`config.mk`:
```
export PLATFORM = sky130hd
export DESIGN_NAME = uc_top
export DESIGN_NICKNAME = d
export VERILOG_FILES = /design/src/uc_pkg.sv /design/src/uc_apb_regs.sv /design/src/uc_arbiter.sv /design/src/uc_queue.sv /design/src/uc_top.sv
export SDC_FILE = /design/constraint.sdc
export NUM_CORES = 1
export LEC_CHECK = 0
export ABC_AREA = 1
export CAP_MARGIN = 20
export CORE_MARGIN = 1
export CORE_UTILIZATION = 70
export CTS_CLUSTER_DIAMETER = 50
export DETAILED_ROUTE_END_ITERATION = 16
export DONT_BUFFER_PORTS = 1
export GPL_ROUTABILITY_DRIVEN = 0
export PLACE_DENSITY = 0.86
export SETUP_SLACK_MARGIN = 0.05
export SLEW_MARGIN = 20
export SYNTH_ARGS = -nofsm -noshare
export SYNTH_HDL_FRONTEND = slang
export SYNTH_SLANG_ARGS = --single-unit
```
`constraint.sdc`:
```
create_clock -name clk -period 5.9 [get_ports clk]
set_clock_uncertainty 0.2 [all_clocks]
set_input_delay 1.18 -clock clk [delete_from_list [all_inputs] [get_ports clk]]
set_output_delay 1.18 -clock clk [all_outputs]
set_load 0.01 [all_outputs]
```
`src/uc_pkg.sv`:
```
package uc_pkg;

    // problem size
    localparam int uc_len = 64;
    localparam int var_w = 6;
    localparam int num_engine = 4;
    localparam int queue_depth = 8;

    // derived widths
    localparam int count_w = $clog2(uc_len + 1);
    localparam int q_ptr_w = $clog2(queue_depth);
    localparam int q_cnt_w = $clog2(queue_depth + 1);
    localparam int apb_addr_w = 4;
    localparam int apb_data_w = 32;

    // literal as seen on every port, neg set means negative polarity
    typedef struct packed {
        logic             neg;
        logic [var_w-1:0] idx;
    } lit_t;

    // head of one engine fifo
    typedef struct packed {
        logic empty;
        lit_t lit;
    } eng_port_t;

    typedef enum logic [1:0] {
        arb_idle = 2'b00,
        arb_scan = 2'b01,
        arb_done = 2'b10
    } arb_state_t;

    typedef enum logic [apb_addr_w-1:0] {
        reg_lit    = 4'h0,
        reg_ctrl   = 4'h4,
        reg_status = 4'h8,
        reg_count  = 4'hC
    } apb_addr_t;

    // status word, conflict in bit 7
    typedef struct packed {
        logic             conflict;
        logic             busy;
        logic [var_w-1:0] idx;
    } status_t;

endpackage

```
`src/uc_apb_regs.sv`:
```
`timescale 1ns/1ps

module uc_apb_regs (
    input  logic                          clk,
    input  logic                          rst,
    input  logic [uc_pkg::apb_addr_w-1:0] paddr,
    input  logic                          psel,
    input  logic                          penable,
    input  logic                          pwrite,
    input  logic [uc_pkg::apb_data_w-1:0] pwdata,
    input  logic                          seed_ready,
    input  uc_pkg::status_t               status,
    input  logic [uc_pkg::count_w-1:0]    count,
    output logic [uc_pkg::apb_data_w-1:0] prdata,
    output logic                          pready,
    output logic                          seed_valid,
    output uc_pkg::lit_t                  seed_lit,
    output logic                          start,
    output logic                          clear
);

    uc_pkg::apb_addr_t             addr;
    logic                          setup_rd;
    logic                          access;
    logic                          wr_lit;
    logic                          wr_ctrl;
    logic [uc_pkg::apb_data_w-1:0] rd_mux;

    assign addr = uc_pkg::apb_addr_t'(paddr);

    // apb phases
    assign setup_rd = psel && !penable && !pwrite;
    assign access = psel && penable;

    assign wr_lit = access && pwrite && (addr == uc_pkg::reg_lit);
    assign wr_ctrl = access && pwrite && (addr == uc_pkg::reg_ctrl);

    // seed request held through wait states until the arbiter takes it
    assign seed_valid = wr_lit;
    assign seed_lit = uc_pkg::lit_t'(pwdata[$bits(uc_pkg::lit_t)-1:0]);

    // only seed writes can stall the bus
    assign pready = !wr_lit || seed_ready;

    // control pulses, ctrl access never waits so they last one cycle
    assign start = wr_ctrl && pwdata[0];
    assign clear = wr_ctrl && pwdata[1];

    always_comb begin
        rd_mux = '0;
        case (addr)
            uc_pkg::reg_status: begin
                rd_mux = uc_pkg::apb_data_w'(status);
            end
            uc_pkg::reg_count: begin
                rd_mux = uc_pkg::apb_data_w'(count);
            end
            default: begin
                // write only registers read back as zero
                rd_mux = '0;
            end
        endcase
    end

    // capture read data in setup so access returns a flop output
    always_ff @(posedge clk or negedge rst) begin
        if (!rst) begin
            prdata <= '0;
        end else if (setup_rd) begin
            prdata <= rd_mux;
        end
    end

endmodule

```
`src/uc_arbiter.sv`:
```
`timescale 1ns/1ps

module uc_arbiter (
    input  logic                                             clk,
    input  logic                                             rst,
    input  logic                                             seed_valid,
    input  uc_pkg::lit_t                                     seed_lit,
    input  logic                                             start,
    input  logic                                             clear,
    input  uc_pkg::eng_port_t [uc_pkg::num_engine-1:0]       eng_in,
    input  logic                                             q_full,
    output logic                                             seed_ready,
    output logic [uc_pkg::num_engine-1:0]                    eng_take,
    output logic                                             q_push,
    output uc_pkg::lit_t                                     q_lit,
    output uc_pkg::status_t                                  status,
    output logic [uc_pkg::count_w-1:0]                       count
);

    uc_pkg::arb_state_t                   state_r;
    uc_pkg::arb_state_t                   state_nxt;
    logic [uc_pkg::num_engine-1:0]        grant_r;
    logic [uc_pkg::uc_len-1:0][1:0]       tbl_r;
    logic                                 conf_r;
    logic [uc_pkg::var_w-1:0]             conf_idx_r;
    logic [uc_pkg::count_w-1:0]           count_r;
    uc_pkg::eng_port_t                    head;
    logic                                 take;
    logic                                 seed_acc;
    logic                                 acc_valid;
    uc_pkg::lit_t                         acc_lit;
    logic                                 own_set;
    logic                                 opp_set;
    logic                                 is_new;
    logic                                 is_conf;

    // head of the granted engine
    always_comb begin
        head = '0;
        head.empty = 1'b1;
        for (int i = 0; i < uc_pkg::num_engine; i++) begin
            if (grant_r[i]) begin
                head = eng_in[i];
            end
        end
    end

    assign seed_ready = (state_r == uc_pkg::arb_idle) && !q_full;
    assign seed_acc = seed_valid && seed_ready;

    assign take = (state_r == uc_pkg::arb_scan) && !q_full && !head.empty;
    assign eng_take = take ? grant_r : '0;

    // seeds and engine takes never overlap, they live in different states
    assign acc_valid = seed_acc || take;
    assign acc_lit = take ? head.lit : seed_lit;

    // table lookup, one bit per polarity
    assign own_set = tbl_r[acc_lit.idx][acc_lit.neg];
    assign opp_set = tbl_r[acc_lit.idx][!acc_lit.neg];
    assign is_new = acc_valid && !own_set && !opp_set;
    assign is_conf = acc_valid && opp_set;

    assign q_push = is_new;
    assign q_lit = acc_lit;

    assign status.conflict = conf_r;
    assign status.busy = (state_r == uc_pkg::arb_scan);
    assign status.idx = conf_idx_r;
    assign count = count_r;

    always_comb begin
        state_nxt = state_r;
        if (clear) begin
            state_nxt = uc_pkg::arb_idle;
        end else if (is_conf) begin
            state_nxt = uc_pkg::arb_done;
        end else if (state_r == uc_pkg::arb_idle && start) begin
            state_nxt = uc_pkg::arb_scan;
        end
    end

    always_ff @(posedge clk or negedge rst) begin
        if (!rst) begin
            state_r <= uc_pkg::arb_idle;
            grant_r <= uc_pkg::num_engine'(1);
            tbl_r <= '0;
            conf_r <= 1'b0;
            conf_idx_r <= '0;
            count_r <= '0;
        end else begin
            state_r <= state_nxt;
            if (clear) begin
                tbl_r <= '0;
                conf_r <= 1'b0;
                conf_idx_r <= '0;
                count_r <= '0;
            end else begin
                if (is_new) begin
                    tbl_r[acc_lit.idx][acc_lit.neg] <= 1'b1;
                    count_r <= count_r + 1'b1;
                end
                // sticky until clear
                if (is_conf) begin
                    conf_r <= 1'b1;
                    conf_idx_r <= acc_lit.idx;
                end
            end
            // rotation freezes while the queue is full
            if (state_r == uc_pkg::arb_scan && !q_full) begin
                grant_r <= {grant_r[uc_pkg::num_engine-2:0], grant_r[uc_pkg::num_engine-1]};
            end
        end
    end

    a_take_onehot: assert property (@(posedge clk) disable iff (!rst)
        $onehot0(eng_take));

    // a recorded conflict and its index hold until clear
    a_conf_sticky: assert property (@(posedge clk) disable iff (!rst)
        conf_r && !clear |=> conf_r && $stable(conf_idx_r));

    a_take_scan: assert property (@(posedge clk) disable iff (!rst)
        |eng_take |-> state_r == uc_pkg::arb_scan);

endmodule

```
`src/uc_queue.sv`:
```
`timescale 1ns/1ps

module uc_queue (
    input  logic         clk,
    input  logic         rst,
    input  logic         q_push,
    input  uc_pkg::lit_t q_lit,
    input  logic         out_ready,
    output logic         q_full,
    output logic         out_valid,
    output uc_pkg::lit_t out_lit
);

    uc_pkg::lit_t                 mem [uc_pkg::queue_depth];
    logic [uc_pkg::q_ptr_w-1:0]   wr_ptr;
    logic [uc_pkg::q_ptr_w-1:0]   rd_ptr;
    logic [uc_pkg::q_cnt_w-1:0]   occ;
    logic                         pop;

    assign q_full = (occ == uc_pkg::q_cnt_w'(uc_pkg::queue_depth));
    assign out_valid = (occ != '0);
    assign out_lit = mem[rd_ptr];
    assign pop = out_valid && out_ready;

    // entry storage
    always_ff @(posedge clk) begin
        if (q_push) begin
            mem[wr_ptr] <= q_lit;
        end
    end

    // pointers wrap on their own, depth is a power of two
    always_ff @(posedge clk or negedge rst) begin
        if (!rst) begin
            wr_ptr <= '0;
            rd_ptr <= '0;
            occ <= '0;
        end else begin
            if (q_push) begin
                wr_ptr <= wr_ptr + 1'b1;
            end
            if (pop) begin
                rd_ptr <= rd_ptr + 1'b1;
            end
            if (q_push && !pop) begin
                occ <= occ + 1'b1;
            end else if (pop && !q_push) begin
                occ <= occ - 1'b1;
            end
        end
    end

    a_no_push_full: assert property (@(posedge clk) disable iff (!rst)
        !(q_push && q_full));

    // a stalled head stays valid and unchanged
    a_hold_head: assert property (@(posedge clk) disable iff (!rst)
        out_valid && !out_ready |=> out_valid && $stable(out_lit));

endmodule

```
`src/uc_top.sv`:
```
`timescale 1ns/1ps

module uc_top (
    input  logic                                       clk,
    input  logic                                       rst,
    input  logic [uc_pkg::apb_addr_w-1:0]              paddr,
    input  logic                                       psel,
    input  logic                                       penable,
    input  logic                                       pwrite,
    input  logic [uc_pkg::apb_data_w-1:0]              pwdata,
    output logic [uc_pkg::apb_data_w-1:0]              prdata,
    output logic                                       pready,
    input  uc_pkg::eng_port_t [uc_pkg::num_engine-1:0] eng_in,
    output logic [uc_pkg::num_engine-1:0]              eng_take,
    output logic                                       out_valid,
    output uc_pkg::lit_t                               out_lit,
    input  logic                                       out_ready
);

    logic                       seed_valid;
    logic                       seed_ready;
    uc_pkg::lit_t               seed_lit;
    logic                       start;
    logic                       clear;
    uc_pkg::status_t            status;
    logic [uc_pkg::count_w-1:0] count;
    logic                       q_full;
    logic                       q_push;
    uc_pkg::lit_t               q_lit;

    // host register block
    uc_apb_regs i_regs (
        .clk        (clk),
        .rst        (rst),
        .paddr      (paddr),
        .psel       (psel),
        .penable    (penable),
        .pwrite     (pwrite),
        .pwdata     (pwdata),
        .seed_ready (seed_ready),
        .status     (status),
        .count      (count),
        .prdata     (prdata),
        .pready     (pready),
        .seed_valid (seed_valid),
        .seed_lit   (seed_lit),
        .start      (start),
        .clear      (clear)
    );

    uc_arbiter i_arbiter (
        .clk        (clk),
        .rst        (rst),
        .seed_valid (seed_valid),
        .seed_lit   (seed_lit),
        .start      (start),
        .clear      (clear),
        .eng_in     (eng_in),
        .q_full     (q_full),
        .seed_ready (seed_ready),
        .eng_take   (eng_take),
        .q_push     (q_push),
        .q_lit      (q_lit),
        .status     (status),
        .count      (count)
    );

    // broadcast fifo toward the engines
    uc_queue i_queue (
        .clk       (clk),
        .rst       (rst),
        .q_push    (q_push),
        .q_lit     (q_lit),
        .out_ready (out_ready),
        .q_full    (q_full),
        .out_valid (out_valid),
        .out_lit   (out_lit)
    );

endmodule

```
Yosys cells after proc, flatten, opt, wreduce, memory -nomap -nowiden
Memories as Yosys holds them, arrays and structs flattened.
Index checks and enable logic that the tools add are counted.
- output and inout bits: 45
- flip-flop bits (word level): 190
- memories kept: 1
- bits in writable memories: 56
- magnitude comparators: 5
- add/sub/neg operators: 5
- bitwise operators: 1
- multiplexer cells: 32
- equality and inequality tests: 5
- reductions and logical operators: 40
- memory list (name ; words ; width ; rd ports ; clocked after memory_dff ; wr ports ; line ; text):
    i_queue.mem ; 8 ; 7 ; 1 ; 0 ; 1 ; uc_queue.sv:14 ; uc_pkg::lit_t mem [uc_pkg::queue_depth];
- operators by type and width (operator ; number):
    two-way mux 128 bit ; 2
    bitwise OR 128 bit ; 1
    two-way mux 8 bit ; 4
    logical AND 1 bit ; 21
    two-way mux 7 bit ; 3
    one-hot mux 8 bit (2 select lines) ; 1
    binary-select mux 2 bit (select 6 bit) ; 1
    demux 2 bit (select 6 bit) ; 1
    == test 4 bit (second input constant) ; 3
    two-way mux 4 bit ; 3
    two-way mux 6 bit ; 2
    logical NOT 1 bit ; 10
    two-way mux 2 bit ; 5
    two-way mux 1 bit ; 9
    adder 7 x 1 -> 7 bit (second input constant) ; 1
    less-than comparator 6 x 7 -> 1 bit (second input constant) ; 1
    adder 3 x 1 -> 3 bit (second input constant) ; 2
    >= comparator 6 x 1 -> 1 bit (second input constant) ; 1
    nonzero test 2 bit ; 3
    adder 4 x 1 -> 4 bit (second input constant) ; 1
    == test 4 x 3 -> 1 bit (second input constant) ; 1
    logical NOT 4 bit ; 1
    less-than comparator 1 x 2 -> 1 bit (second input constant) ; 2
    nonzero test 4 bit ; 1
    other kinds (7) ; 8

Longest topological paths before layout
- depth in word-level cells: 18
- gate-level depth with buffers: 32
- mapped depth without buffers: 29

By module
Synthesis repeated with hierarchy kept, for this count alone.
- cell total of the unflattened synthesis: 1822
- area, all modules: 13275.2 um2
- modules (own cells, without submodules) (module ; cells an instance ; instances ; area each (um2) ; sequential area each (um2)):
    uc_arbiter ; 1399 ; 1 ; 9516.6 ; 3704.8
    uc_queue ; 316 ; 1 ; 3001.6 ; 1931.9
    uc_apb_regs ; 107 ; 1 ; 757.0 ; 200.2

Worst setup path before layout
OpenSTA, ideal clock, no wires.
- kind: in2reg
- from: in eng_in[7] in the netlist's numbering
- to: reg i_queue.occ[3] in the netlist's numbering
- path buffers: 2
- arrival time: 4152 ps
- library setup time: 125 ps
- path slack: 1423 ps
- stages on the path: 26
- cell sequence: inv_1 -> nand2_1 -> nand2_1 -> nand3_2 -> nand2_2 -> nand2_2 -> buf_6 -> o21ai_2 -> nand2_1 -> nor2_1 -> o21ai_1 -> nand2_1 -> nor2_1 -> nand2_2 -> nand3_2 -> inv_1 -> buf_2 -> ha_1 -> inv_1 -> ha_1 -> a21o_1 -> a21oi_1 -> nand2_1 -> nand2_1 -> nor2_1 -> xor2_1
- RTL lines (what ; line ; text):
    from (decl) ; uc_top.sv:13 ; input uc_pkg::eng_port_t [uc_pkg::num_engine-1:0] eng_in,
    to (signal assigned) ; uc_queue.sv:46 ; occ <= occ + 1'b1;
    to (signal assigned) ; uc_queue.sv:48 ; occ <= occ - 1'b1;
    to (decl) ; uc_queue.sv:17 ; logic [uc_pkg::q_cnt_w-1:0] occ;

Final worst setup path
- from: reg i_queue.occ[0] in the netlist's numbering
- to: reg i_arbiter.tbl_r[120] in the netlist's numbering
- longest elaborated chain between the ends: 14
- elaborated cells on any way between the ends: 32
- those cells by class: order compare: 4; eq/ne: 1; mux: 13; bitwise: 1; reduce/logical: 13
- ends and longest elaborated chain (what ; line ; text):
    == test 4 bit * ; uc_queue.sv:20 ; assign q_full = (occ == uc_pkg::q_cnt_w'(uc_pkg::queue_depth));
    logical NOT 1 bit * ; uc_arbiter.sv:48, uc_arbiter.sv:51 ;
    branches (longest 12 deep; another with less-than comparator 6 x 7 -> 1 bit) ; n/a ;
    to (signal assigned) ; uc_arbiter.sv:87 ; tbl_r <= '0;
    to (signal assigned) ; uc_arbiter.sv:94 ; tbl_r <= '0;
    to (signal, indexed assignment) ; uc_arbiter.sv:100 ; tbl_r[acc_lit.idx][acc_lit.neg] <= 1'b1;
    to (decl) ; uc_arbiter.sv:23 ; logic [uc_pkg::uc_len-1:0][1:0] tbl_r;
Every way passes the cells marked *. The select of a mux whose other input is x is not followed.
A chain may end at the register's enable or synchronous reset.

==> flow_summary_export.csv <==
group,metric,value,unit
status,outcome,"finished, final reports clean",
timing,maxSlewViolCount,0,
global_routing,grt_usage,37.2,%
placed_design,io_buffers,0,
layout,fillers,1238,
global_routing,use_met2,60.9,%
setup_path,crit_top_cell,"nand2_1",
floorplan,die_x,137,µm
power_and_ir_drop,power_density,318,nW/µm²
setup_path,critPathRequiredTime,6.07,ns
timing,worst_slew_pin_slew,1.09,ns
detailed_routing,routed_via_density,6.19,
floorplan,io_pins,119,
hold_path,hold_class,"in -> async",
timing,fin_tns_setup,0,ns
global_routing,grt_pass1_wl,54400,µm
setup_path,end_kind,"flip-flop",
setup_path,criticalPathCategory,"reg -> reg",
detailed_routing,wire_per_inst,17.8,µm
synthesis,synth-compound-area-share,13.5,%
clock_tree,cts_root_buffer,"clkbuf_16",
clock_tree,path_clk_slew,0.07,ns
clock_tree,cts_max_path_buffers,3,
setup_path,crit_chain,"nor2_1 -> nand2_1 -> nand3_2 -> a21oi_4 -> nand2_1 -> nand2_4 -> buf_4 -> nand2_1 -> o211ai_1 -> nand2_1 -> o21ai_1 -> nand2_1 -> nor2_1 -> nand2_1 -> nand3_2 -> buf_4 -> buf_4 -> nand2_8 -> buf_12 -> nand2_1 -> o21ai_0",
synthesis,synth-seq-cells,222,
clock_tree,cts_setup_buffers,0,
power_and_ir_drop,p_leak,6.31,nW
synthesis,synth_edf_count,56,
synthesis,synth-adder-area-share,0.750,%
layout,n_antenna_cell,0,
global_routing,gr-usage-met1,47.4,%
synthesis,ys_seq_area_share,46.1,%
synthesis,synthesis.area,12700,µm²
detailed_routing,drt_wl_total,33600,µm
layout,fin_util,77.9,%
clock_tree,clock_sinks,222,
setup_path,crit_buf_inv,4,
layout,drive_above_1_share,7.75,%
synthesis,async_reset_ff_share,74.8,%
clock_tree,numCtsBuffers,26,
floorplan,dieArea,18600,µm²
layout,syn2layout_area_growth,7.36,%
timing,finalSetupViolations,0,
clock_tree,cts_resized,0,
global_routing,grt_pass1_vias,11200,
timing,rsz0062_at_grt,"false",
synthesis,synthCells,1695,
layout,nets,1725,
layout,layout_commonest_cell,"nand2_1",
power_and_ir_drop,irDropWorstVdd,432,µV
setup_path,arrival,5.16,ns
setup_path,max_stage_delay,0.45,ns
timing,fin_crit_sh,84.5,%
global_routing,busiest_layer,"met2",
global_routing,antenna_found_initial,0,
synthesis,ys.flop_type,"dfrtp_1",
setup_path,cp_top_family,"simple AND/OR/NAND/NOR gates",
clock_tree,htree_levels,1,
synthesis,synthTopCellsByArea,"dfrtp_1, nand2_1, edfxtp_1, nand3_1, a21oi_1",
setup_path,start_kind,"flip-flop",
synthesis,synthSimpleGateAreaFrac,27.9,%
global_routing,grt_max_degree,167,
run,max_cap_violations,0,
timing,fmax,201,MHz
floorplan,core_area,17500,µm²
layout,most-common-layout-cells,"nand2_1, nand3_1, dfrtp_1, inv_1, nor2_1",
synthesis,yosys_warnings,0,
synthesis,synth_area_per_cell,7.48,µm²
global_routing,grt_use_met3,5.48,%
floorplan,start_util,72.5,%
detailed_routing,first_pass_iters,6,
placed_design,place_hpwl,19800,µm
setup_path,cp_max_fo,98,
floorplan,rows,48,
clock_tree,cts_hold_buf,0,
clock_tree,insertion_delay,0.53,ns
floorplan,die_y,137,µm
global_routing,grt-ovfl-total,0,
timing,finalHoldViolations,0,
detailed_routing,vias,11700,
synthesis,synth_top_family_by_area,"simple AND/OR/NAND/NOR gates",
synthesis,synth_cell_type_count,43,
synthesis,synthMuxAreaShare,0.622,%
detailed_routing,dr.first_iter.drc_count,1262,
setup_path,crit_path_top_delay_cell,"nand2_4",
detailed_routing,drc_errors,0,
clock_tree,cts_tree,"yes",
synthesis,yosys.area.top_type,"dfrtp_1",
timing,period_needed,4.98,ns
detailed_routing,postRouteAntennaNets,0,
synthesis,synth_xor_xnor_area_share,0.691,%
synthesis,netlist.area_leader.share,32.6,%
timing,relSlewSlack,27.2,%
[registers in the layout, indices dropped and copies added (netlist names)]
register	count
i_regs.prdata	8
i_queue.wr_ptr	3
i_arbiter.conf_idx_r	6
i_queue.mem	56
i_arbiter.state_r	2
i_arbiter.conf_r	1
i_queue.occ	4
i_queue.rd_ptr	3
i_arbiter.count	7
i_arbiter.grant_r	4
i_arbiter.tbl_r	128
[metrics by stage]
step / setup slack (ns) / cells / total power (W) / cell area (µm²) / hold WS, ns
floorplan: 1.42 / 1718 / 0.00238 / 12800 / 0.264
global placement: 0.790 / 1841 / 0.00252 / 12600 / 0.278
detailed placement: 0.675 / 1841 / 0.00256 / 12600 / 0.289
CTS: 1.11 / 1889 / 0.00434 / 13600 / 0.130
global route: 0.742 / 1889 / 0.00452 / 13600 / 0.128
finish: 0.917 / 1889 / 0.00433 / 13600 / 0.144
[worst reg2reg max path, delay by kind of cell, from the launching register on]
family	cells	cell delay (ns)
flip-flops	1	0.44
buffers and inverters	4	1.23
AO/OA/AOI/OAI	4	0.68
AND/OR/NAND/NOR	13	2.28
[synth_stat cells (all sizes together) (4+ instances only)]
cell type,instances
nor2,128
ha,6
nand3,214
a21oi,114
buf,87
xor2,8
o21ai,150
dfrtp,165
o211ai,4
clkbuf,52
nor3,4
nand2,470
o22ai,13
edfxtp,56
or2,5
inv,155
a31oi,34
nand4,10
mux2,7
[report_power, final]
group,internal (W),switching [W],total (W)
combinational,0.000254,0.000529,0.000784
clock,0.00113,0.000649,0.00178
sequential,0.00169,0.0000790,0.00177
total,0.00308,0.00126,0.00433
[cell type report]
cell class / instances / area, µm² / share of cell area (%)
flip-flops and latches: 222 / 5840 / 42.9
inverters: 155 / 582 / 4.28
repair buffers: 37 / 328 / 2.41
clock buffers: 34 / 722 / 5.31
well taps: 225 / 282 / 2.07
clock inverters: 14 / 238 / 1.75
multi-input cells: 1202 / 5620 / 41.3
[path summary, 6_finish.rpt]
| kind | cells after the start | slack [ns] | start | to |
|---|---|---|---|---|
| worst max-delay path | 21 | 0.92 | i_queue.occ[0] | i_arbiter.tbl_r[120] |
| worst min-delay path | 0 | 0.14 | rst | i_regs.prdata[1] |
| worst max register to register | 21 | 0.92 | i_queue.occ[0] | i_arbiter.tbl_r[120] |
| worst min register to register | 1 | 0.30 | i_queue.occ[3] | i_queue.occ[3] |
| max in group asynchronous | 0 | 5.09 | rst | i_arbiter.grant_r[0] |
| min in group clk | 1 | 0.30 | i_queue.occ[3] | i_queue.occ[3] |
[per-layer routing]
layer  vias up  routed length (µm)
met1      5460               12800
li1       5405                   -
met4         0                1850
met3       163                2820
met2       662               16100
met5         -                   0
[cell families (layout without fill, tap and decap cells)]
| logic type | Yosys count | in the layout |
|---|---|---|
| xor gates and xnor gates | 10 | 10 |
| and+or+nand+nor | 834 | 834 |
| buffers and inverters | 294 | 240 |
| muxes | 7 | 7 |
| AOI/OAI and AO/OA | 320 | 320 |
| adders and majority gates | 7 | 7 |
| DFF | 222 | 222 |
| other | 1 | 24 |
Note: power is estimated with default switching activity, not from simulation.
